### src/verilog/scope_consts.svh
`ifndef SCOPE_CONSTS_SVH
`define SCOPE_CONSTS_SVH

// ADC code width
`define SCOPE_SAMPLE_W 12

// Samples per captured frame, and the index that spans them
`define SCOPE_FRAME_DEPTH 512
`define SCOPE_INDEX_W 9

// Zero-volt code of the ADC
`define SCOPE_MIDSCALE 2048

// Re-arm margin below the trigger threshold, in codes
`define SCOPE_HYSTERESIS 64

// Credits the consumer grants after reset
`define SCOPE_CREDITS 4

// Decimation ratio width
`define SCOPE_DECIM_W 12

`endif

### src/verilog/scope_pkg.sv
`default_nettype none

`include "scope_consts.svh"

package scope_pkg;

    ////////////////////////////////////////
    // Scalar types
    ////////////////////////////////////////

    // Raw unsigned ADC code
    typedef logic [`SCOPE_SAMPLE_W-1:0] adc_sample_t;
    // Trigger level relative to mid-scale
    typedef logic signed [`SCOPE_SAMPLE_W-1:0] trig_offset_t;
    // Ratio minus one, so 0 keeps every sample
    typedef logic [`SCOPE_DECIM_W-1:0] decim_t;
    // Sample position within a frame
    typedef logic [`SCOPE_INDEX_W-1:0] frame_index_t;
    // Wide enough to hold the full initial credit grant
    typedef logic [$clog2(`SCOPE_CREDITS+1)-1:0] credit_t;

    ////////////////////////////////////////
    // Downstream stream beat
    ////////////////////////////////////////

    typedef struct packed {
        logic         valid;
        logic         last;
        frame_index_t index;
        adc_sample_t  data;
    } stream_beat_t;

    // Trigger FSM
    typedef enum logic [1:0] {TRIG_WAIT_LOW, TRIG_ARMED, TRIG_HOLD} trig_state_t;

    // Capture buffer FSM
    typedef enum logic [1:0] {CAP_IDLE, CAP_FILL, CAP_FULL} cap_state_t;

endpackage

`default_nettype wire

### src/verilog/frame_streamer.sv
`timescale 1ns/1ps
`default_nettype none

`include "scope_consts.svh"

module frame_streamer import scope_pkg::*; (
    input  wire logic        clk,
    input  wire logic        rst,
    input  wire logic        full,
    input  wire adc_sample_t rd_data,
    input  wire logic        credit_return,
    output frame_index_t     rd_addr,
    output logic             frame_release,
    output stream_beat_t     beat
);

    localparam frame_index_t LAST_IDX = frame_index_t'(`SCOPE_FRAME_DEPTH - 1);
    localparam credit_t      MAX_CRED = credit_t'(`SCOPE_CREDITS);

    ////////////////////////////////////////
    // Read issue
    ////////////////////////////////////////

    credit_t      credits;
    frame_index_t rd_idx;
    // All 512 reads of this frame are out
    logic         issued_all;
    logic         issue;

    assign issue   = full && (credits != '0) && !issued_all;
    assign rd_addr = rd_idx;

    always_ff @(posedge clk) begin
        if (rst) begin
            credits    <= MAX_CRED;
            rd_idx     <= '0;
            issued_all <= 1'b0;
        end else begin
            // Spend and return can coincide
            credits <= credits - credit_t'(issue) + credit_t'(credit_return);
            if (issue) begin
                rd_idx <= rd_idx + 1'b1;
                if (rd_idx == LAST_IDX) begin
                    issued_all <= 1'b1;
                end
            end
            // Ready for the next frame
            if (frame_release) begin
                issued_all <= 1'b0;
            end
        end
    end

    ////////////////////////////////////////
    // Beat output
    ////////////////////////////////////////

    // RAM data lands one cycle after issue
    logic         beat_valid;
    frame_index_t beat_idx;

    always_ff @(posedge clk) begin
        if (rst) begin
            beat_valid    <= 1'b0;
            frame_release <= 1'b0;
        end else begin
            beat_valid    <= issue;
            frame_release <= beat.valid && beat.last;
        end
    end

    always_ff @(posedge clk) begin
        if (issue) begin
            beat_idx <= rd_idx;
        end
    end

    assign beat.valid = beat_valid;
    assign beat.last  = beat_valid && (beat_idx == LAST_IDX);
    assign beat.index = beat_idx;
    assign beat.data  = rd_data;

    ////////////////////////////////////////
    // Checks
    ////////////////////////////////////////

    // Consumer may not hand back more than it got
    a_credit_bound: assert property (
        @(posedge clk) disable iff (rst)
        credits <= MAX_CRED
    );

endmodule

`default_nettype wire

### config.mk
export PLATFORM = sky130hd
export DESIGN_NAME = frame_streamer
export DESIGN_NICKNAME = d
export VERILOG_FILES = /design/src/verilog/scope_pkg.sv /design/src/verilog/frame_streamer.sv
export VERILOG_INCLUDE_DIRS = /design/src /design/src/verilog
export SDC_FILE = /design/constraint.sdc
export NUM_CORES = 1
export LEC_CHECK = 0
export ABC_AREA = 1
export BUFFER_PORTS_ARGS = -buffer_cell sky130_fd_sc_hd__clkbuf_2
export CAP_MARGIN = 15
export CORE_UTILIZATION = 40
export DETAILED_ROUTE_END_ITERATION = 12
export PLACE_DENSITY = 0.71
export SYNTH_ARGS = -nofsm -noshare
export SYNTH_HDL_FRONTEND = slang
export SYNTH_SLANG_ARGS = --single-unit
### constraint.sdc
create_clock -name clk -period 4.1 [get_ports clk]
set_clock_uncertainty 0.15 [all_clocks]
set_input_delay 0.41 -clock clk [delete_from_list [all_inputs] [get_ports clk]]
set_output_delay 0.41 -clock clk [all_outputs]
set_load 0.02 [all_outputs]
==> results by group <==
Placement
  – HPWL Detailed: 1340 um
  – Final Wtd Congestion: ~0.80
  – Placed Area: 0.00115 mm^2
  – DP Cell Count: 153
  – Pre-CTS WS: between 1000 and 1500 ps
  – IO buf count: 24

Timing
  – Final TNS setup: 0 ps
  – Final worst slack: 1530 ps
  – RSZ-0062 raised after global routing: false
  – Fmax: 389 MHz
  – Fin. Hold Viols: 0
  – Tmin final: 2570 ps
  – Slew Viols, Final: 0
  – Slew @ Worst Pin: 668 ps
  – Final setup violation count: 0
  – Worst hold margin: 217 ps
  – Max-slew headroom: approximately 55%
  – Post-route clock period utilization: between 60% and 70%

Clocking
  – Root buffer cell: clkbuf_4
  – Clock Path Buffers: 2
  – Clk sinks: 24
  – CTS Buf Count: 3
  – PostCTS Resize Cnt: 0
  – CTS tree: done
  – CTS Hold Bufs: 0
  – Clock-pin slew of the registers on the worst-case setup and hold paths: approximately 120 ps
  – H-tree level count: 1
  – Clock latency on the worst-skew pair: 320 ps
  – Post-CTS Setup Inserts: 0

Setup path
  – Worst EP required: 4210 ps
  – Worst path arrival time: around 2700 ps
  – CP bufs+invs: 2
  – Slowest-stage cell, CP: a21oi_4
  – R2R setup slack: 1530 ps
  – CP Cell Sequence: nor2_2, a21oi_4, ha_1, inv_1, ha_1, inv_1, fa_1, or2_2, nand3_1
  – CP endpoint kind: flip-flop
  – CP max FO: 26
  – R2r endpoint: credits[2]
  – Reg2Reg Launch Point: credits[1]
  – CP max stage delay: 550 ps
  – CP startpoint kind: flip-flop
  – Delay-heaviest family, CP: adder cells
  – R2r worst-path depth: 9
  – Critical path class: flip-flop to flip-flop

Global route
  – First-pass GRT wire length: approximately 2700 um
  – Initial antenna violation count: 0
  – Largest net degree at the start of global routing: 27
  – Global Route Usage Sum: 13.1%
  – Remaining Overflow, GRT: 0
  – Vias in the first global route: about 640

Layout
  – Finished Layout Cells: 157
  – Area of the multi-input gates: 378 um^2
  – Commonest non-fill, non-tap cell in the layout: clkbuf_2
  – Final #Nets: roughly 150
  – # fillers: 250
  – Ant. Diodes: 0
  – Finished Cell Area: 0.00117 mm^2
  – Seq. cell area: 571 um^2
  – Fin util: approximately 46%
  – Share of cells above drive strength 1: 27.6%
  – Layout area overhead: 6.47%
  – Most frequent cells in the layout: clkbuf_2 (24), dfxtp_1 (15), nand2_1 (14)

Routing
  – Routed WL per cell: 11.2 um
  – Vias: between 700 and 800
  – Vias per cell: 4.89
  – Detail Route Antenna Nets: 0
  – DRC Markers: 0
  – Total wire length: between 1500 and 2000 um
  – First-pass iteration count of the detailed router: 4
  – Initial DRC count: 6

Floorplan
  – Die area: 0.00297 mm^2
  – Die Y: 54.5 um
  – Core footprint: 0.00254 mm^2
  – FP Rows: 18
  – # IOs: 49
  – Die Wd: 54.5 um
  – Initial core utilization: 43.3%

Synthesis
  – Synth top area share: 27.2%
  – Warnings, synthesis: 0
  – Top cells by area, synth: dfxtp_1 (27%), edfxtp_1 (25%), buf_4 (8.9%)
  – Gate Count Post-Synth: roughly 110
  – Seq/Total Area, Yosys: approximately half
  – Yosys top cell by area: dfxtp_1
  – Syn Nets: around 140
  – Unique cell type count in the Yosys netlist: 24
  – Syn_area_per_cell: 9.67 um^2
  – Seq cells post-synth: 24
  – Synth Cell Area: 0.00110 mm^2

Flow run
  – Max cap viols: 0

Pwr
  – PD cells: around 500 mW/mm^2
  – Worst vdd ir: 0.240 mV
  – P_leak: between 0.5 and 0.6 nW
  – Total Power: approximately 0.59 mW

Run status
  – Status: finished, final reports clean

Hold path
  – Hold Path End: rd_addr[3]
  – Hold Startpoint: rst
  – WHS Path Cells: 2
  – Hold crit path type: input port to flip-flop
-- cell usage after synthesis (all sizes together) --
cell,n
nor2,14
clkbuf,1
inv,11
a21oi,8
or2,2
fa,1
o21ai,3
nand2,15
xnor2,3
dfxtp,15
ha,4
nand4,3
buf,14
nor3,1
nand3b,1
edfxtp,9
nand3,8
and3,1
-- worst max-delay path by stage --
stage                     from    endpoint  slack, ps  cells after the start
finish              credits[1]  credits[2]       1530                      9
global route        credits[1]  credits[2]       1340                      9
CTS                 credits[1]  credits[2]       1520                      9
detailed placement        full  credits[2]       1460                     10
global placement          full  credits[2]       1550                     10
floorplan                 full  credits[2]       1870                     10
-- sequential cells by signal, summed over array words and instances, names as in the netlist --
name / cells
rd_addr: 9
frame_release: 1
issued_all: 1
beat_idx: 9
beat_valid: 1
credits: 3
-- area by class of cell --
cell class	count	area share, %
Sequential cell	24	48.6
Multi-Input combinational cell	64	32.2
Timing Repair Buffer	24	10.2
Inverter	11	3.52
Tap cell	30	3.20
Clock buffer	4	2.24
-- power breakdown --
part | leakage, nW | internal [mW] | switching [mW]
registers | 0.213 | 0.291 | 0.0290
clock network | 0.0150 | 0.0381 | 0.0668
logic | 0.281 | 0.0597 | 0.103
total | 0.509 | 0.388 | 0.199
-- logic make-up (layout without fill, tap and decap cells) --
| group | Yosys count | count (layout) | synth area share [%] |
|---|---|---|---|
| and+or+nand+nor | 45 | 45 | 19.2 |
| buffers and inverters | 26 | 39 | 14.0 |
| DFF | 24 | 24 | 51.8 |
| AOI/OAI and AO/OA | 11 | 11 | 6.36 |
| adders and majority gates | 5 | 5 | 6.36 |
| xor gates and xnor gates | 3 | 3 | 2.38 |
-- metal layers --
metal	routed length (um)	vias to the layer above	track usage [%]
met5	0	-	0
met4	44	0	9.40
met3	88	4	1.67
met2	832	25	21.7
met1	790	353	15.4
li1	-	385	-
Note: power is estimated with default switching activity, not from simulation.
