`src/verilog/scope_consts.svh`:
```
`ifndef SCOPE_CONSTS_SVH
`define SCOPE_CONSTS_SVH

// ADC code width
`define SCOPE_SAMPLE_W 12

// Samples per captured frame, and the index that spans them
`define SCOPE_FRAME_DEPTH 512
`define SCOPE_INDEX_W 9

// Zero-volt code of the ADC
`define SCOPE_MIDSCALE 2048

// Re-arm margin below the trigger threshold, in codes
`define SCOPE_HYSTERESIS 64

// Credits the consumer grants after reset
`define SCOPE_CREDITS 4

// Decimation ratio width
`define SCOPE_DECIM_W 12

`endif

```
`src/verilog/scope_pkg.sv`:
```
`default_nettype none

`include "scope_consts.svh"

package scope_pkg;

    ////////////////////////////////////////
    // Scalar types
    ////////////////////////////////////////

    // Raw unsigned ADC code
    typedef logic [`SCOPE_SAMPLE_W-1:0] adc_sample_t;
    // Trigger level relative to mid-scale
    typedef logic signed [`SCOPE_SAMPLE_W-1:0] trig_offset_t;
    // Ratio minus one, so 0 keeps every sample
    typedef logic [`SCOPE_DECIM_W-1:0] decim_t;
    // Sample position within a frame
    typedef logic [`SCOPE_INDEX_W-1:0] frame_index_t;
    // Wide enough to hold the full initial credit grant
    typedef logic [$clog2(`SCOPE_CREDITS+1)-1:0] credit_t;

    ////////////////////////////////////////
    // Downstream stream beat
    ////////////////////////////////////////

    typedef struct packed {
        logic         valid;
        logic         last;
        frame_index_t index;
        adc_sample_t  data;
    } stream_beat_t;

    // Trigger FSM
    typedef enum logic [1:0] {TRIG_WAIT_LOW, TRIG_ARMED, TRIG_HOLD} trig_state_t;

    // Capture buffer FSM
    typedef enum logic [1:0] {CAP_IDLE, CAP_FILL, CAP_FULL} cap_state_t;

endpackage

`default_nettype wire

```
`src/verilog/trigger_detector.sv`:
```
`timescale 1ns/1ps
`default_nettype none

`include "scope_consts.svh"

module trigger_detector import scope_pkg::*; (
    input  wire logic         clk,
    input  wire logic         rst,
    input  wire logic         tick,
    input  wire adc_sample_t  tick_data,
    input  wire trig_offset_t trig_offset,
    input  wire logic         busy,
    output logic              fire
);

    ////////////////////////////////////////
    // Trigger levels
    ////////////////////////////////////////

    // Two extra bits so offset and margin can
    // push a level past either end of the code range
    localparam int LVL_W = `SCOPE_SAMPLE_W + 2;

    typedef logic signed [LVL_W-1:0] level_t;

    localparam level_t MID_LVL  = level_t'(`SCOPE_MIDSCALE);
    localparam level_t HYST_LVL = level_t'(`SCOPE_HYSTERESIS);

    level_t threshold;
    level_t rearm_level;
    level_t sample_lvl;

    // Sign-extend the offset onto mid-scale
    assign threshold   = MID_LVL + {{2{trig_offset[`SCOPE_SAMPLE_W-1]}}, trig_offset};
    assign rearm_level = threshold - HYST_LVL;
    // ADC codes are unsigned, so zero-extend
    assign sample_lvl  = {2'b00, tick_data};

    // Per-tick level decisions
    logic cross_hit;
    logic low_hit;

    assign cross_hit = tick && !busy && (sample_lvl >= threshold);
    assign low_hit   = tick && !busy && (sample_lvl < rearm_level);

    ////////////////////////////////////////
    // Arm / fire FSM
    ////////////////////////////////////////

    trig_state_t state;

    always_ff @(posedge clk) begin
        if (rst) begin
            state <= TRIG_WAIT_LOW;
            fire  <= 1'b0;
        end else begin
            // Single-cycle pulse
            fire <= 1'b0;
            case (state)
                // Need a clear dip below the re-arm level first
                TRIG_WAIT_LOW: begin
                    if (low_hit) begin
                        state <= TRIG_ARMED;
                    end
                end
                // First tick at or above threshold fires
                TRIG_ARMED: begin
                    if (cross_hit) begin
                        fire  <= 1'b1;
                        state <= TRIG_HOLD;
                    end
                end
                // busy rises one cycle after fire, so the
                // fire cycle itself must not count as idle
                TRIG_HOLD: begin
                    if (!busy && !fire) begin
                        state <= TRIG_WAIT_LOW;
                    end
                end
                default: begin
                    state <= TRIG_WAIT_LOW;
                end
            endcase
        end
    end

    ////////////////////////////////////////
    // Checks
    ////////////////////////////////////////

    // Buffer owns the frame while busy, no trigger may land on it
    a_no_fire_when_busy: assert property (
        @(posedge clk) disable iff (rst)
        fire |-> !busy
    );

endmodule

`default_nettype wire

```
`config.mk`:
```
export PLATFORM = sky130hd
export DESIGN_NAME = trigger_detector
export DESIGN_NICKNAME = d
export VERILOG_FILES = /design/src/verilog/scope_pkg.sv /design/src/verilog/trigger_detector.sv
export VERILOG_INCLUDE_DIRS = /design/src /design/src/verilog
export SDC_FILE = /design/constraint.sdc
export NUM_CORES = 1
export LEC_CHECK = 0
export ABC_CLOCK_PERIOD_IN_PS = 5000
export BUFFER_PORTS_ARGS = -buffer_cell sky130_fd_sc_hd__buf_2
export CAP_MARGIN = 20
export CORE_MARGIN = 5
export CORE_UTILIZATION = 49
export CTS_CLUSTER_DIAMETER = 50
export DETAILED_ROUTE_END_ITERATION = 12
export PLACE_DENSITY = 0.83
export SLEW_MARGIN = 5
export SYNTH_ARGS = -nofsm -noshare
export SYNTH_HDL_FRONTEND = slang
export SYNTH_SLANG_ARGS = --single-unit
```
`constraint.sdc`:
```
create_clock -name clk -period 5 [get_ports clk]
set_input_delay 1 -clock clk [delete_from_list [all_inputs] [get_ports clk]]
set_output_delay 1 -clock clk [all_outputs]
set_load 0.05 [all_outputs]
```
==> results of run 1 <==
flip-flops by register name, summed over array words and instances (netlist names):
register  flops
fire          1
state         2
cell usage after synthesis (3+ instances only):
library cell	instances
nand2_1	8
nor3_1	3
xnor2_1	4
a21oi_1	7
inv_1	12
nor2_1	5
o21ai_0	4
ha_1	19
dfxtp_1	3
power by group:
part           internal (mW)  switching, mW  leakage [nW]  total, mW
combinational         0.0297         0.0302         0.412     0.0599
sequential            0.0249       0.000886        0.0243     0.0258
clock                 0.0301         0.0160        0.0150     0.0462
stage by stage:
stage / std cells / worst slack [ns] / hold WS, ns
6_report: 132 / 2.48 / 0.504
3_3_place_gp: 128 / 2.25 / 0.492
2_1_floorplan: 85 / 2.53 / 0.467
3_5_place_dp: 128 / 2.21 / 0.496
5_1_grt: 132 / 2.30 / 0.532
4_1_cts: 132 / 2.46 / 0.504
layout make-up:
| cell class | count | share of cell area |
|---|---|---|
| sequential | 3 | 0.0719 |
| tap | 15 | 0.0225 |
| multi-input combinational | 70 | 0.653 |
| inverter | 12 | 0.0539 |
| clock buffer | 4 | 0.0314 |
| timing repair buffer | 28 | 0.168 |
worst reg2reg max path, cell delays in order (launching register included):
cell and delay [ns]:
dfxtp_1 0.38, nor3_1 0.08, and4_1 0.20, a32o_1 0.19
per-layer routing:
layer,vias up,wire (µm),global-route usage
met4,0,26,0.0909
met3,5,99,0.0234
met5,-,0,0
met1,319,625,0.163
li1,369,-,-
met2,24,838,0.352
kinds of logic (layout without fill, tap and decap cells):
family	count (synthesis)	in the layout	synth area share
AOI/OAI and AO/OA	22	22	0.235
xor gates and xnor gates	4	4	0.0538
adders and majority gates	19	19	0.365
buffers and inverters	12	44	0.0692
DFF	3	3	0.0923
and+or+nand+nor	25	25	0.185
final timing paths:
check / from / to / slack [ns] / cells after the start
hold reg to reg: state[0]$_SDFFE_PP0P_ / fire$_SDFF_PP0_ / 0.50 / 2
setup reg to reg: state[0]$_SDFFE_PP0P_ / state[0]$_SDFFE_PP0P_ / 4.04 / 3
hold / removal: state[0]$_SDFFE_PP0P_ / fire$_SDFF_PP0_ / 0.50 / 2
setup / recovery: trig_offset[6] / state[0]$_SDFFE_PP0P_ / 2.48 / 9
placed cells by master (no fill, tap or decap), drive strengths merged, types with 3 or more instances in the layout:
cell and n:
buf 28, ha 19, inv 12, nand2 8, a21oi 8, nor2 5, xnor2 4, o21ai 4
clkbuf 4, nor3 3, dfxtp 3
==> results.py, run 1 <==
metrics = {
    "status": {
        "status": "finished, final reports clean",
    },
    "clocking": {
        "ctsHtreeMaxLevel": 1,
        "numCtsBuffers": 3,
        "post_cts_buffers": 0,
        "cts_root_buf": "clkbuf_4",
        "cts_tree": "yes",
        "clk_path_buf_depth": 2,
        "cts_hold_buf": 0,
        "cts_resized": 0,
        "clock_latency_ns": 0.24,
        "cts_sinks": 3,
        "clkSlewWorstSetupHoldPaths_ns": 0.04,
    },
    "power_and_ir_drop": {
        "power_density_nw_per_um2": 158,
        "ir_drop_mv": 0.0800,
        "p_leak_nw": 0.451,
        "power_mw": 0.132,
    },
    "critical_path": {
        "arrival_ns": 2.66,
        "critPathMaxStageDelay_ns": 0.40,
        "cp_cell_sequence": "buf_2, nor3_1, nand2_1, xnor2_1, ha_1, nor2b_1, o22ai_1, and4_1, a32o_1",
        "cp.buffers_inverters": 1,
        "critPathRequiredTime_ns": 5.13,
        "end_kind": "register",
        "critPathLaunchType": "primary input",
        "crit_family": "simple AND/OR/NAND/NOR gates",
        "worstPathMaxFanout": 3,
        "cpMaxStageDelayCell": "nor3_1",
        "path_class": "in -> reg",
    },
    "grt": {
        "grt_max_degree": 6,
        "grt.total_usage": 0.174,
        "grt_overflow_total": 0,
        "antenna_found_initial": 0,
        "grt_pass1_vias": 746,
        "grt_first_pass_wirelength_um": 2700,
    },
    "placed_design": {
        "io_buffers": 28,
        "place_hpwl_um": 1340,
        "place.gp.congestion": 0.791,
        "place_area_um2": 810,
    },
    "drt": {
        "vias": 717,
        "wl_um": 1590,
        "dr.first_iter.drc_count": 16,
        "first_pass_iters": 4,
        "via_per_inst": 5.43,
        "post-route-drc-count": 0,
        "wire_per_inst_um": 12.0,
        "drtAntennaViolNets": 0,
    },
    "cells_and_area": {
        "layout.nets": 165,
        "multiInputGateArea_um2": 546,
        "seqCellArea_um2": 60.1,
        "final_area_um2": 836,
        "syn_to_final_growth_pct": 28.5,
        "utilization": 0.650,
        "drive_gt1_frac": 0.282,
        "antenna_cells": 0,
        "fillers": 116,
    },
    "timing": {
        "max_slew_margin": 0.708,
        "fin_crit_sh": 0.504,
        "maxSlewViolCount": 0,
        "tns_ns": 0,
        "fin_crit_ns": 2.52,
        "final_hold_viol_count": 0,
        "fmax_mhz": 397,
        "setup-violations-final": 0,
        "worstMarginPinSlew_ns": 0.434,
        "clock_skew_ns": 0.00390,
        "rsz0062_at_grt": "no",
    },
    "yosys": {
        "synth.ff_latch_count": 3,
        "yosysTopAreaCell": "ha_1",
        "synth-async-reset-ratio": 0,
        "syn_area_per_cell_um2": 7.65,
        "synth_top_area_frac": 0.365,
        "yosys-top-cells-area": "ha_1 37%, dfxtp_1 9.2%, inv_1 6.9%",
        "synth_edf_count": 0,
        "synthesis.area_um2": 651,
        "syn_inst": 85,
        "synth.net_count": 132,
        "synth-main-ff-cell": "dfxtp_1",
        "yosysUniqueCellTypes": 25,
        "seq_area_frac_synth": 0.0923,
        "yosysWarningCount": 0,
    },
    "die": {
        "die_h_um": 46.4,
        "core_area_um2": 1280,
        "fp.dieW_um": 46.4,
        "die_area_um2": 2160,
        "num_io_pins": 29,
        "row_count": 13,
        "start_util": 0.506,
    },
    "hold_path": {
        "hp-class": "reg -> reg",
    },
    "job": {
        "drv_cap": 0,
    },
}
Power figures use the tool's default switching activity.
==> run 2, diff against run 1 <==
--- a/config.mk
+++ b/config.mk
@@ -6,14 +6,14 @@
 export SDC_FILE = /design/constraint.sdc
 export NUM_CORES = 1
 export LEC_CHECK = 0
-export ABC_CLOCK_PERIOD_IN_PS = 5000
+export ABC_CLOCK_PERIOD_IN_PS = 2300
 export BUFFER_PORTS_ARGS = -buffer_cell sky130_fd_sc_hd__buf_2
 export CAP_MARGIN = 20
 export CORE_MARGIN = 5
-export CORE_UTILIZATION = 49
+export CORE_UTILIZATION = 41
 export CTS_CLUSTER_DIAMETER = 50
 export DETAILED_ROUTE_END_ITERATION = 12
-export PLACE_DENSITY = 0.83
+export PLACE_DENSITY = 0.74
 export SLEW_MARGIN = 5
 export SYNTH_ARGS = -nofsm -noshare
 export SYNTH_HDL_FRONTEND = slang
==> constraint.sdc (replaced) <==
create_clock -name clk -period 2.3 [get_ports clk]
set_input_delay 0.46 -clock clk [delete_from_list [all_inputs] [get_ports clk]]
set_output_delay 0.46 -clock clk [all_outputs]
set_load 0.05 [all_outputs]
==> run 2 against run 1 <==
First-iteration DRC count shrank 81%. Core utilization fell by 9.0 points. Non-clock buffer count grew 1. Power grew 110%. Clock power rose by 96%. Global-route usage down 5.7 points. Combinational power grew 110%. Worst hold slack worse by 0.0079 ns. Final cell count up 1.5%. Worst setup slack lost 2.1 ns. Critical path type unchanged. Critical endpoint unchanged. Highest routed layer is now met3.
==> results.py, run 2 (synthesis gave the netlist of run 1 again) <==
metrics = {
    "timing": {
        "fin_crit_ns": 1.92,
        "fmax_mhz": 520,
        "clock_skew_ns": 0.00157,
        "fin_crit_sh": 0.836,
        "max_slew_margin": 0.774,
        "tns_ns": 0,
        "finalWorstSetupSlack_ns": 0.377,
        "worstMarginPinSlew_ns": 0.336,
        "final_hold_viol_count": 0,
        "setup-violations-final": 0,
        "maxSlewViolCount": 0,
        "rsz0062_at_grt": "no",
    },
    "critical_path": {
        "critPathMaxStageDelay_ns": 0.29,
        "path_class": "in -> reg",
        "cp.buffers_inverters": 2,
        "critPathLaunchType": "primary input",
        "crit_family": "simple AND/OR/NAND/NOR gates",
        "cpMaxStageDelayCell": "ha_1",
        "critPathRequiredTime_ns": 2.42,
        "end_kind": "register",
        "critPathMostFrequentCell": "ha_1",
        "arrival_ns": 2.04,
        "worstPathMaxFanout": 3,
        "r2r_setup_slack_ns": 1.35,
        "cp_cell_sequence": "buf_2, inv_1, ha_1, nand2_1, nor2_1, xnor2_1, ha_1, a21oi_1, nor2b_1, o22ai_1, and4_1, a32o_1",
    },
    "clocking": {
        "clkSlewWorstSetupHoldPaths_ns": 0.04,
        "clk_path_buf_depth": 2,
        "cts_resized": 0,
        "cts_tree": "yes",
        "cts_hold_buf": 0,
        "cts_sinks": 3,
        "post_cts_buffers": 0,
        "clock_latency_ns": 0.23,
        "cts_root_buf": "clkbuf_4",
        "numCtsBuffers": 3,
        "ctsHtreeMaxLevel": 1,
    },
    "drt": {
        "via_per_inst": 5.22,
        "vias": 699,
        "wire_per_inst_um": 10.5,
        "drtAntennaViolNets": 0,
        "dr.first_iter.drc_count": 3,
        "wl_um": 1410,
        "post-route-drc-count": 0,
        "first_pass_iters": 4,
    },
    "cells_and_area": {
        "regMostFlops": "state",
        "largest_reg_flops": 2,
        "antenna_cells": 0,
        "drive_gt1_frac": 0.288,
        "syn_to_final_growth_pct": 29.8,
        "layout.nets": 166,
        "final_area_um2": 845,
        "layout_common_cells": "28 x buf_2, 19 x ha_1, 12 x inv_1",
        "mostFrequentLayoutCell": "buf_2",
        "reg.largest.list": "state: 2 flops, fire: 1 flops",
    },
    "placed_design": {
        "io_buffers": 28,
        "place_ws_ns": 0.153,
        "place_area_um2": 818,
        "place.gp.congestion": 0.814,
        "place_hpwl_um": 1330,
    },
    "grt": {
        "grt_pass1_vias": 669,
        "grt_overflow_total": 0,
        "antenna_found_initial": 0,
        "grt_max_degree": 6,
        "grt_first_pass_wirelength_um": 2500,
        "grt.total_usage": 0.117,
    },
    "die": {
        "die_area_um2": 2480,
        "start_util": 0.432,
        "die_h_um": 49.8,
        "row_count": 14,
        "fp.dieW_um": 49.8,
        "core_area_um2": 1510,
        "num_io_pins": 29,
    },
    "hold_path": {
        "hp-class": "reg -> reg",
    },
    "job": {
        "drv_cap": 0,
    },
    "power_and_ir_drop": {
        "power_density_nw_per_um2": 324,
        "ir_drop_mv": 0.154,
        "p_leak_nw": 0.457,
        "power_mw": 0.273,
    },
    "status": {
        "status": "finished, final reports clean",
    },
}
==> run 2: cell count changes in the layout (fill, tap and decap cells not counted), sizes merged <==
cell,change
buf,+1
==> run 2: power by group <==
group	internal (mW)	total [mW]	switching (mW)
registers	0.0543	0.0561	0.00189
logic	0.0642	0.127	0.0623
clock network	0.0649	0.0907	0.0258
total	0.183	0.273	0.0900
==> run 2: metal layers <==
layer  global-route usage  wire length [µm]  up-vias
met1                0.142               586      306
met2                0.220               729       21
met3               0.0151                93        0
met4               0.0131                 0        0
met5                    0                 0        -
li1                     -                 -      372
==> run 2: area by class of cell <==
type,count,area (µm²)
fillers,167,662
multi-input cells,70,546
repair buffers,29,148
flip-flops and latches,3,60.1
inverters,12,45.0
clock buffers,4,26.3
well taps,16,20.0
==> run 2: worst min-delay path: cells and delay by family, from the launching register on <==
family           cells  cell delay [ns]
DFF                  1             0.33
and+or+nand+nor      2             0.12
==> run 2: worst paths after layout <==
| check | depth (start not counted) | to | startpoint |
|---|---|---|---|
| setup reg to reg | 3 | state[0]$_SDFFE_PP0P_ | state[0]$_SDFFE_PP0P_ |
| setup / recovery | 12 | state[0]$_SDFFE_PP0P_ | trig_offset[6] |
| hold / removal | 2 | fire$_SDFF_PP0_ | state[0]$_SDFFE_PP0P_ |
| hold reg to reg | 2 | fire$_SDFF_PP0_ | state[0]$_SDFFE_PP0P_ |
==> run 2: through the flow <==
stage           util  instances  hold slack [ns]
2_1_floorplan      -         85            0.467
5_1_grt        0.561        134            0.517
3_3_place_gp   0.543        130            0.491
4_1_cts        0.561        134            0.497
6_report       0.561        134            0.497
3_5_place_dp   0.543        130            0.492
