<file path="src/verilog/scope_consts.svh">
`ifndef SCOPE_CONSTS_SVH
`define SCOPE_CONSTS_SVH

// ADC code width
`define SCOPE_SAMPLE_W 12

// Samples per captured frame, and the index that spans them
`define SCOPE_FRAME_DEPTH 512
`define SCOPE_INDEX_W 9

// Zero-volt code of the ADC
`define SCOPE_MIDSCALE 2048

// Re-arm margin below the trigger threshold, in codes
`define SCOPE_HYSTERESIS 64

// Credits the consumer grants after reset
`define SCOPE_CREDITS 4

// Decimation ratio width
`define SCOPE_DECIM_W 12

`endif

</file>
<file path="src/verilog/scope_pkg.sv">
`default_nettype none

`include "scope_consts.svh"

package scope_pkg;

    ////////////////////////////////////////
    // Scalar types
    ////////////////////////////////////////

    // Raw unsigned ADC code
    typedef logic [`SCOPE_SAMPLE_W-1:0] adc_sample_t;
    // Trigger level relative to mid-scale
    typedef logic signed [`SCOPE_SAMPLE_W-1:0] trig_offset_t;
    // Ratio minus one, so 0 keeps every sample
    typedef logic [`SCOPE_DECIM_W-1:0] decim_t;
    // Sample position within a frame
    typedef logic [`SCOPE_INDEX_W-1:0] frame_index_t;
    // Wide enough to hold the full initial credit grant
    typedef logic [$clog2(`SCOPE_CREDITS+1)-1:0] credit_t;

    ////////////////////////////////////////
    // Downstream stream beat
    ////////////////////////////////////////

    typedef struct packed {
        logic         valid;
        logic         last;
        frame_index_t index;
        adc_sample_t  data;
    } stream_beat_t;

    // Trigger FSM
    typedef enum logic [1:0] {TRIG_WAIT_LOW, TRIG_ARMED, TRIG_HOLD} trig_state_t;

    // Capture buffer FSM
    typedef enum logic [1:0] {CAP_IDLE, CAP_FILL, CAP_FULL} cap_state_t;

endpackage

`default_nettype wire

</file>
<file path="src/verilog/sample_decimator.sv">
`timescale 1ns/1ps
`default_nettype none

module sample_decimator import scope_pkg::*; (
    input  wire logic        clk,
    input  wire logic        rst,
    input  wire adc_sample_t adc_data,
    input  wire decim_t      decim,
    output logic             tick,
    output adc_sample_t      tick_data
);

    ////////////////////////////////////////
    // Cycle counter
    ////////////////////////////////////////

    // Counts down to zero, tick on zero
    decim_t cnt;

    // Ratio only sampled on wrap, so a new
    // setting never cuts a period short
    always_ff @(posedge clk) begin
        if (rst) begin
            cnt  <= '0;
            tick <= 1'b0;
        end else begin
            if (cnt == '0) begin
                cnt  <= decim;
                tick <= 1'b1;
            end else begin
                cnt  <= cnt - 1'b1;
                tick <= 1'b0;
            end
        end
    end

    ////////////////////////////////////////
    // Sample register
    ////////////////////////////////////////

    // Capture the code alongside the tick
    // Held between ticks for slow ratios
    always_ff @(posedge clk) begin
        if (cnt == '0) begin
            tick_data <= adc_data;
        end
    end

endmodule

`default_nettype wire

</file>
<file path="config.mk">
export PLATFORM = sky130hd
export DESIGN_NAME = sample_decimator
export DESIGN_NICKNAME = d
export VERILOG_FILES = /design/src/verilog/scope_pkg.sv /design/src/verilog/sample_decimator.sv
export VERILOG_INCLUDE_DIRS = /design/src /design/src/verilog
export SDC_FILE = /design/constraint.sdc
export NUM_CORES = 1
export LEC_CHECK = 0
export ABC_AREA = 1
export BUFFER_PORTS_ARGS = -buffer_cell sky130_fd_sc_hd__buf_2
export CORE_UTILIZATION = 35
export CTS_BUF_LIST = sky130_fd_sc_hd__clkbuf_16
export CTS_CLUSTER_DIAMETER = 150
export DETAILED_ROUTE_END_ITERATION = 8
export RECOVER_POWER = 50
export REMOVE_ABC_BUFFERS = 1
export SLEW_MARGIN = 40
export SYNTH_ARGS = -nofsm -noshare
export SYNTH_HDL_FRONTEND = slang
export SYNTH_SLANG_ARGS = --single-unit
</file>
<file path="constraint.sdc">
create_clock -name clk -period 2.05 [get_ports clk]
set_input_delay 0.41 -clock clk [delete_from_list [all_inputs] [get_ports clk]]
set_output_delay 0.41 -clock clk [all_outputs]
set_load 0.05 [all_outputs]
</file>
==> results by group, run 1 <==
Status
  • Status: complete, no violations

Die
  • DIE AREA: between 0.003 and 0.004 mm^2
  • Starting Density: 37.7%
  • Core Area: 0.00310 mm^2
  • Die X: 59.8 um
  • Die height: 59.8 um
  • Cell row count: 20
  • Io pins: 39

Synth
  • Post-Syn Area: 0.00117 mm^2
  • Post-synthesis simple-gate area fraction: between 20% and 30%
  • Synth Flop Type: dfxtp_1
  • Netlist cell types: 22
  • Largest family of logic cells by synthesized area: simple AND/OR/NAND/NOR gates
  • Synth Area in Compound Gates: under 10%
  • Main area contributors after synthesis: edfxtp_1 31%, dfxtp_1 22%, nor2_1 11%
  • Post-synthesis mux area share: 0%
  • Share of the synthesized area in the top cell type: 30.8%
  • Async SR Flop Fraction: 0%
  • Sequential-to-total area share from yosys stat: 53.0%
  • Xor and xnor fraction of the mapped netlist area: 2.99%
  • Syn_area_per_cell: 8.36 um^2
  • Synth Area in Adders: under 10%
  • Area leader, netlist: edfxtp_1
  • Post-synth EDFFs: 12
  • Synth Register Bits: 25
  • Mapped Cells: 140
  • Synth warn: 0

Layout
  • Area grow syn2layout: 25.0%
  • Fillers: 338
  • Util after Layout: 47.1%
  • Finished Cell Area: 0.00146 mm^2
  • Post-route insts no fill: 224
  • Most frequent cells in the layout: 34 x nor2_1, 25 x buf_2, 21 x nand2_1
  • Antenna diodes: 0
  • Share of layout cells above drive strength 1: 21.7%
  • Final nets: 209
  • Commonest non-fill, non-tap cell in the layout: nor2_1

GRT
  • Global routing usage on met2: 24.4%
  • Total gr overflow: 0
  • Initial antenna violation count: 0
  • Largest net degree at the start of global routing: 18
  • GR Util met1: 16.4%
  • Gr usage total: 13.6%
  • GR Util met3: about 2.8%
  • Vias in the first global route: 918
  • GRT busiest layer: met2
  • Global-route wire length before repair: 3720 um

Detailed routing
  • DR vias/cell: approximately 4.5
  • Drt initial violations: 33
  • DRT Pass-1 Iters: 4
  • Post-route DRC: 0
  • Final antenna-violating net count: 0
  • Via count: 997
  • Final WL: 2270 um
  • Routed wire per std cell: 10.1 um

Place
  • Dpl hpwl: 1760 um
  • Port buffer count: 38
  • Placed cells: 220
  • Gp weighted congestion: ~0.84
  • Place WS: 0.406 ns
  • Post-DP Area: 0.00140 mm^2

Clocking
  • Clk_lat worst skew: 0.25 ns
  • Worst-path clk slew: 0.06 ns
  • CTS HTree Levels: 1
  • Post_cts resized: 0
  • Setup Fix Bufs, Post-CTS: 0
  • CTS buffer count: 3
  • Clk sinks: 25
  • Clk buf depth: 2
  • CTS tree: built
  • CTS root buffer: clkbuf_16
  • Hold buffers post-CTS: 0

Power and ir drop
  • Peak supply drop: 588 uV
  • Pwr dens: 1660 mW/mm^2
  • Leak pwr: 0.689 nW
  • Power Total: approximately 2.4 mW

Setup path
  • FF-to-FF path depth: 6
  • CP Max Fanout: 17
  • CP Data Required Time: approximately 2.0 ns
  • Number of cells on the critical path: 6
  • Crit path largest cell delay: roughly 0.31 ns
  • FF-to-FF Start: cnt[0]
  • Critical-path cell list: inv_1, ha_1, nand2_1, nor2_2, nand2_4, inv_2
  • Crit path max-delay family: buffers and inverters
  • Data arrival, critical path: 1.59 ns
  • Slowest CP cell: dfxtp_1
  • CP Launch Point: cnt[0]
  • Critical Path Start Type: register
  • CP Class: reg2reg
  • Crit end category: register
  • Worst Path Buf+Inv: 2

Timing
  • Final setup viols: 0
  • Max-slew headroom: approximately 60%
  • Hold_ws: 0.324 ns
  • Hold Vio Cnt, Final: 0
  • Slack of the critical path: 0.388 ns
  • Post-layout min period: 1.66 ns
  • Final TNS setup: 0 ns
  • Worst slew pin tran: 0.603 ns
  • Post-route clock period utilization: approximately four fifths
  • Final Max Slew Viols: 0
  • Max Fclk: 602 MHz
  • RSZ-0062 raised after global routing: false
  • Skew final: 0.00227 ns

Min path
  • Hold-critical path depth: 2
  • Hold Path Class: in2reg
  • Hold_sp: rst

Job
  • Max Cap Viol: 0
state kept, by name (all words and copies together), names as in the netlist:
name	flops
tick	1
cnt	12
tick_data	12
final timing paths:
kind,end,slack [ns]
max,tick_data[10],0.39
min,tick,0.32
max reg2reg,tick_data[10],0.39
min reg2reg,cnt[11],0.61
Yosys cell counts (2+ instances only):
master and instances:
nor2_1 34, nand2_2 2, nand2_1 21, nand3_1 10, nor2_4 2, edfxtp_1 12, nor2_2 3, o21ai_0 3
ha_1 2, dfxtp_1 13, xnor2_1 3, inv_1 17, o21ai_1 8, inv_2 2
cells by family after synthesis:
family,after synthesis
AO/OA/AOI/OAI,12
AND/OR/NAND/NOR,76
XOR/XNOR,4
buffers and inverters,21
adder cells (fa/ha/maj),2
flip-flops,25
per-layer routing:
layer  vias to the layer above  routed length, um  part of all wire [%]
met2                        39               1070                    47
met4                         0                 28                   1.2
met1                       434                980                    43
li1                        520                  -                     -
met3                         4                189                   8.3
met5                         -                  0                     0
where the power goes:
group / internal (mW) / switching [mW] / total [mW]
clock: 0.260 / 0.153 / 0.413
combinational: 0.391 / 0.810 / 1.20
sequential: 0.701 / 0.113 / 0.814
total: 1.35 / 1.08 / 2.43
final cells by class:
class / instances / area (um^2) / area share (%)
sequential: 25 / 621 / 42.4
multi-input combinational: 94 / 463 / 31.7
timing repair buffer: 38 / 174 / 11.9
clock buffer: 3 / 75.1 / 5.13
inverter: 19 / 71.3 / 4.88
tap: 44 / 55.1 / 3.76
clock inverter: 1 / 3.75 / 0.257
(Power assumes the default switching activity.)
==> run 2: changes to the inputs <==
==> constraint.sdc (replaced) <==
create_clock -name clk -period 1.68 [get_ports clk]
set_input_delay 0.336 -clock clk [delete_from_list [all_inputs] [get_ports clk]]
set_output_delay 0.336 -clock clk [all_outputs]
set_load 0.05 [all_outputs]
==> run 2 against run 1 <==
Fmax is 8.3% higher. Die area stayed put. Hold slack worse by 0.075 ns. Clock-buffer cell count stayed put. Core utilization is 0.24 points higher. Sequential share of layout area is 0.22 points lower. Flip-flop and latch count stayed put. Critical path type unchanged. Highest routed layer unchanged.
==> results by group, run 2 (synthesis results as in run 1) <==
Clocking
  • Clk buf depth: 2 (unchanged)
  • Worst-path clk slew: 0.06 ns (about the same)
  • CTS buffer count: 3 (unchanged)
  • Clk_lat worst skew: 0.25 ns (about the same)
  • Setup Fix Bufs, Post-CTS: 0 (unchanged)
  • Post_cts resized: 0 (unchanged)
  • CTS root buffer: clkbuf_16 (unchanged)
  • Hold buffers post-CTS: 0 (unchanged)
  • CTS tree: built (unchanged)
  • Clk sinks: 25 (unchanged)
  • CTS HTree Levels: 1 (unchanged)

Min path
  • Hold-critical path depth: 2 (unchanged)
  • Hold Path Class: in2reg (unchanged)

Die
  • Cell row count: 20 (unchanged)
  • Io pins: 39 (unchanged)
  • DIE AREA: 0.00358 mm^2 (unchanged)
  • Starting Density: 37.7% (unchanged)
  • Core Area: 0.00310 mm^2 (unchanged)
  • Die height: 59.8 um (unchanged)
  • Die X: 59.8 um (unchanged)

Setup path
  • Slowest CP cell: dfxtp_1 (unchanged)
  • CP Data Required Time: 1.60 ns (was 1.97 ns)
  • Crit end category: register (unchanged)
  • CP Class: reg2reg (unchanged)
  • Number of cells on the critical path: 6 (unchanged)
  • CP Max Fanout: 17 (unchanged)
  • Data arrival, critical path: 1.46 ns (was 1.59 ns)
  • Critical-path cell list: inv_1, ha_1, nand2_1, nor2_2, nand2_4, inv_2 (unchanged)
  • Worst Path Buf+Inv: 2 (unchanged)
  • FF-to-FF path depth: 6 (unchanged)
  • Crit path max-delay family: buffers and inverters (unchanged)
  • Crit path largest cell delay: 0.31 ns (about the same)
  • Critical Path Start Type: register (unchanged)

Place
  • Gp weighted congestion: 0.874 (was 0.839)
  • Port buffer count: 38 (unchanged)
  • Post-DP Area: 0.00141 mm^2 (was 0.00140 mm^2)
  • Dpl hpwl: 1760 um (about the same)

Layout
  • Finished Cell Area: 0.00147 mm^2 (was 0.00146 mm^2)
  • Most frequent cells in the layout: 34 x nor2_1, 25 x buf_2, 21 x nand2_1 (unchanged)
  • Util after Layout: 47.4% (was 47.1%)
  • Area grow syn2layout: 25.7% (was 25.0%)
  • Antenna diodes: 0 (unchanged)
  • Final nets: 210 (was 209)
  • Commonest non-fill, non-tap cell in the layout: nor2_1 (unchanged)
  • Fillers: 345 (was 338)
  • Multi-input logic area: 463 um^2 (unchanged)
  • Share of layout cells above drive strength 1: 22.1% (was 21.7%)
  • Biggest regs: cnt (12), tick_data (12), tick (1) (unchanged)
  • Register area: 621 um^2 (unchanged)

Detailed routing
  • Final WL: 2280 um (was 2270 um)
  • Final antenna-violating net count: 0 (unchanged)
  • DR vias/cell: 4.38 (was 4.45)
  • Drt initial violations: 8 (was 33)
  • Via count: 985 (was 997)
  • Post-route DRC: 0 (unchanged)
  • DRT Pass-1 Iters: 4 (unchanged)
  • Routed wire per std cell: 10.1 um (about the same)

GRT
  • Largest net degree at the start of global routing: 18 (unchanged)
  • Total gr overflow: 0 (unchanged)
  • Global-route wire length before repair: 3740 um (was 3720 um)
  • Gr usage total: 13.9% (was 13.6%)
  • Vias in the first global route: 897 (was 918)
  • Initial antenna violation count: 0 (unchanged)

Timing
  • Hold Vio Cnt, Final: 0 (unchanged)
  • Final Max Slew Viols: 0 (unchanged)
  • Post-layout min period: 1.53 ns (was 1.66 ns)
  • Final setup viols: 0 (unchanged)
  • Post-route clock period utilization: 91.3% (was 81.1%)
  • Worst slew pin tran: 0.603 ns (about the same)
  • RSZ-0062 raised after global routing: false (unchanged)
  • Skew final: 0.00294 ns (was 0.00227 ns)
  • Hold_ws: 0.248 ns (was 0.324 ns)
  • Max Fclk: 652 MHz (was 602 MHz)
  • Final TNS setup: 0 ns (unchanged)
  • Max-slew headroom: 60.0% (about the same)

Job
  • Max Cap Viol: 0 (unchanged)

Power and ir drop
  • Power Total: 2.97 mW (was 2.43 mW)
  • Pwr dens: 2020 mW/mm^2 (was 1660 mW/mm^2)
  • Leak pwr: 0.693 nW (was 0.689 nW)
  • Peak supply drop: 761 uV (was 588 uV)

Status
  • Status: complete, no violations (unchanged)
[run 2: cell count changes in the layout (fill, tap and decap cells not counted), sizes merged]
cell / previous run / this run
buf: 25 / 26
[run 2: routing by layer]
| layer | routed length (um) | up-vias | track usage [%] |
|---|---|---|---|
| met3 | 153 | 2 | 2.16 |
| li1 | - | 524 | - |
| met1 | 1070 | 426 | 17.6 |
| met4 | 10 | 0 | 3.99 |
| met5 | 0 | - | 0 |
| met2 | 1050 | 33 | 24.4 |
[run 2: cell type report]
cell class | instances | area share (%)
Clock buffer | 3 | 5.11
Sequential cell | 25 | 42.2
Clock inverter | 1 | 0.255
Tap cell | 44 | 3.74
Multi-Input combinational cell | 94 | 31.5
Inverter | 19 | 4.85
Timing Repair Buffer | 39 | 12.3
[run 2: final timing paths]
check,from,endpoint,slack (ns)
setup reg to reg,cnt[0],tick_data[2],0.15
hold / removal,rst,tick,0.25
setup / recovery,cnt[0],tick_data[2],0.15
hold reg to reg,cnt[11],cnt[11],0.60
[run 2: worst reg2reg max path, cell delays in order, from the launching register on]
cell and delay (ns):
dfxtp_1 0.31, inv_1 0.13, ha_1 0.20, nand2_1 0.07, nor2_2 0.18, nand2_4 0.07, inv_2 0.24
[run 2: stage by stage]
stage	std cells	setup slack (ns)
floorplan	138	0.241
global placement	221	0.213
detailed placement	221	0.145
CTS	225	0.127
global route	225	0.0429
finish	225	0.146
[run 2: where the power goes]
group / leakage (nW) / internal, mW / switching (mW)
Clock: 0.0423 / 0.317 / 0.187
Sequential: 0.217 / 0.855 / 0.136
Combinational: 0.434 / 0.490 / 0.984
==> run 3: changes to the inputs <==
--- a/config.mk
+++ b/config.mk
@@ -12,7 +12,6 @@
 export CTS_BUF_LIST = sky130_fd_sc_hd__clkbuf_16
 export CTS_CLUSTER_DIAMETER = 150
 export DETAILED_ROUTE_END_ITERATION = 8
-export RECOVER_POWER = 50
 export REMOVE_ABC_BUFFERS = 1
 export SLEW_MARGIN = 40
 export SYNTH_ARGS = -nofsm -noshare
==> run 3 against run 2 <==
Non-clock buffer count stayed put. Critical endpoint unchanged. Fmax is 0.11% higher. Cell count stayed put. Combinational power hardly changed. Clock-buffer cell count stayed put.
==> results by group, run 3 (synthesis results as in run 1) <==
Clocking
  • CTS tree: built (unchanged)
  • Post_cts resized: 0 (unchanged)
  • CTS buffer count: 3 (unchanged)
  • Setup Fix Bufs, Post-CTS: 0 (unchanged)
  • Clk_lat worst skew: 0.25 ns (about the same)
  • Clk sinks: 25 (unchanged)
  • CTS HTree Levels: 1 (unchanged)
  • CTS root buffer: clkbuf_16 (unchanged)
  • Hold buffers post-CTS: 0 (unchanged)
  • Worst-path clk slew: 0.06 ns (about the same)
  • Clk buf depth: 2 (unchanged)

Timing
  • Final Max Slew Viols: 0 (unchanged)
  • Slack of the critical path: 0.147 ns (was 0.146 ns)
  • Post-route clock period utilization: 91.2% (was 91.3%)
  • Hold Vio Cnt, Final: 0 (unchanged)
  • Worst slew pin tran: 0.354 ns (was 0.603 ns)
  • Post-layout min period: 1.53 ns (about the same)
  • Final TNS setup: 0 ns (unchanged)
  • Max Fclk: 652 MHz (about the same)
  • Skew final: 0.00297 ns (was 0.00294 ns)
  • Max-slew headroom: 76.3% (was 60.0%)
  • RSZ-0062 raised after global routing: false (unchanged)
  • Hold_ws: 0.248 ns (about the same)
  • Final setup viols: 0 (unchanged)

Setup path
  • Critical-path cell list: inv_1, ha_1, nand2_1, nor2_2, nand2_4, inv_2 (unchanged)
  • Critical Path Start Type: register (unchanged)
  • Crit path largest cell delay: 0.31 ns (about the same)
  • R2r setup slk: 0.15 ns (about the same)
  • Crit end category: register (unchanged)
  • CP Data Required Time: 1.60 ns (about the same)
  • Slowest CP cell: dfxtp_1 (unchanged)
  • Data arrival, critical path: 1.46 ns (about the same)
  • CP Max Fanout: 17 (unchanged)
  • CP Class: reg2reg (unchanged)

Die
  • Die X: 59.8 um (unchanged)
  • Die height: 59.8 um (unchanged)
  • Cell row count: 20 (unchanged)
  • Core Area: 0.00310 mm^2 (unchanged)
  • DIE AREA: 0.00358 mm^2 (unchanged)
  • Starting Density: 37.7% (unchanged)
  • Io pins: 39 (unchanged)

Job
  • Max Cap Viol: 0 (unchanged)

Detailed routing
  • Final antenna-violating net count: 0 (unchanged)
  • Drt initial violations: 10 (was 8)
  • Via count: 985 (unchanged)
  • DR vias/cell: 4.38 (unchanged)
  • DRT Pass-1 Iters: 4 (unchanged)
  • Routed wire per std cell: 10.0 um (was 10.1 um)
  • Final WL: 2250 um (was 2280 um)
  • Post-route DRC: 0 (unchanged)

Layout
  • Commonest non-fill, non-tap cell in the layout: buf_2 (was nor2_1)
  • Register area: 621 um^2 (unchanged)
  • Most frequent cells in the layout: 38 x buf_2, 34 x nor2_1, 21 x nand2_1 (was 34 x nor2_1, 25 x buf_2, 21 x nand2_1)
  • Final nets: 210 (unchanged)
  • Biggest regs: cnt (12), tick_data (12), tick (1) (unchanged)
  • Share of layout cells above drive strength 1: 29.3% (was 22.1%)
  • Multi-input logic area: 463 um^2 (unchanged)
  • Area grow syn2layout: 27.1% (was 25.7%)
  • Fillers: 338 (was 345)
  • Antenna diodes: 0 (unchanged)
  • Post-route insts no fill: 225 (unchanged)

Power and ir drop
  • Pwr dens: 2010 mW/mm^2 (was 2020 mW/mm^2)
  • Leak pwr: 0.730 nW (was 0.693 nW)
  • Peak supply drop: 761 uV (about the same)

Place
  • Dpl hpwl: 1760 um (unchanged)
  • Place WS: 0.145 ns (unchanged)
  • Port buffer count: 38 (unchanged)
  • Placed cells: 221 (unchanged)
  • Gp weighted congestion: 0.874 (unchanged)

GRT
  • Global-route wire length before repair: 3740 um (unchanged)
  • Total gr overflow: 0 (unchanged)
  • Initial antenna violation count: 0 (unchanged)
  • Vias in the first global route: 897 (unchanged)
  • Largest net degree at the start of global routing: 18 (unchanged)
  • Gr usage total: 13.9% (unchanged)

Status
  • Status: complete, no violations (unchanged)

Min path
  • Hold Path Class: in2reg (unchanged)
## run 3: cell types whose count changed in the layout (fill, tap and decap cells not counted)
cell,change
clkbuf_1,-13
buf_2,+13
## run 3: layout make-up
cell class | count | share of cell area, %
inverter | 19 | 4.80
sequential | 25 | 41.8
timing repair buffer | 39 | 13.3
clock buffer | 3 | 5.05
tap | 44 | 3.70
multi-input combinational | 94 | 31.1
clock inverter | 1 | 0.253
## run 3: metrics by stage
stage / cell area, um^2 / total power, mW / util [%]
6_report: 1490 / 2.98 / 47.9
5_1_grt: 1490 / 3.26 / 47.9
4_1_cts: 1490 / 3.02 / 47.9
3_5_place_dp: 1410 / 2.50 / 45.4
3_3_place_gp: 1410 / 2.48 / 45.4
2_1_floorplan: 1150 / 2.19 / -
## run 3: per-layer routing
layer | track usage, % | share of wire [%] | vias up
li1 | - | - | 524
met1 | 17.6 | 47 | 426
met2 | 24.4 | 46 | 33
met3 | 2.16 | 6.5 | 2
met4 | 3.99 | 0.44 | 0
met5 | 0 | 0 | -
## run 3: report_power, final
part / switching (mW) / internal [mW]
logic: 0.983 / 0.507
clock network: 0.186 / 0.317
registers: 0.134 / 0.855
total: 1.30 / 1.68
## run 3: final timing paths
path / startpoint / end / cells past startpoint
max: cnt[0] / tick_data[2] / 6
min: rst / tick / 2
max reg2reg: cnt[0] / tick_data[2] / 6
min reg2reg: cnt[11] / cnt[11] / 4
## run 3: critical path, delay by kind of cell (launching register included)
| kind | cells | cell delay, ns |
|---|---|---|
| buffers and inverters | 2 | 0.37 |
| adder cells (fa/ha/maj) | 1 | 0.20 |
| flip-flops | 1 | 0.31 |
| AND/OR/NAND/NOR | 3 | 0.32 |
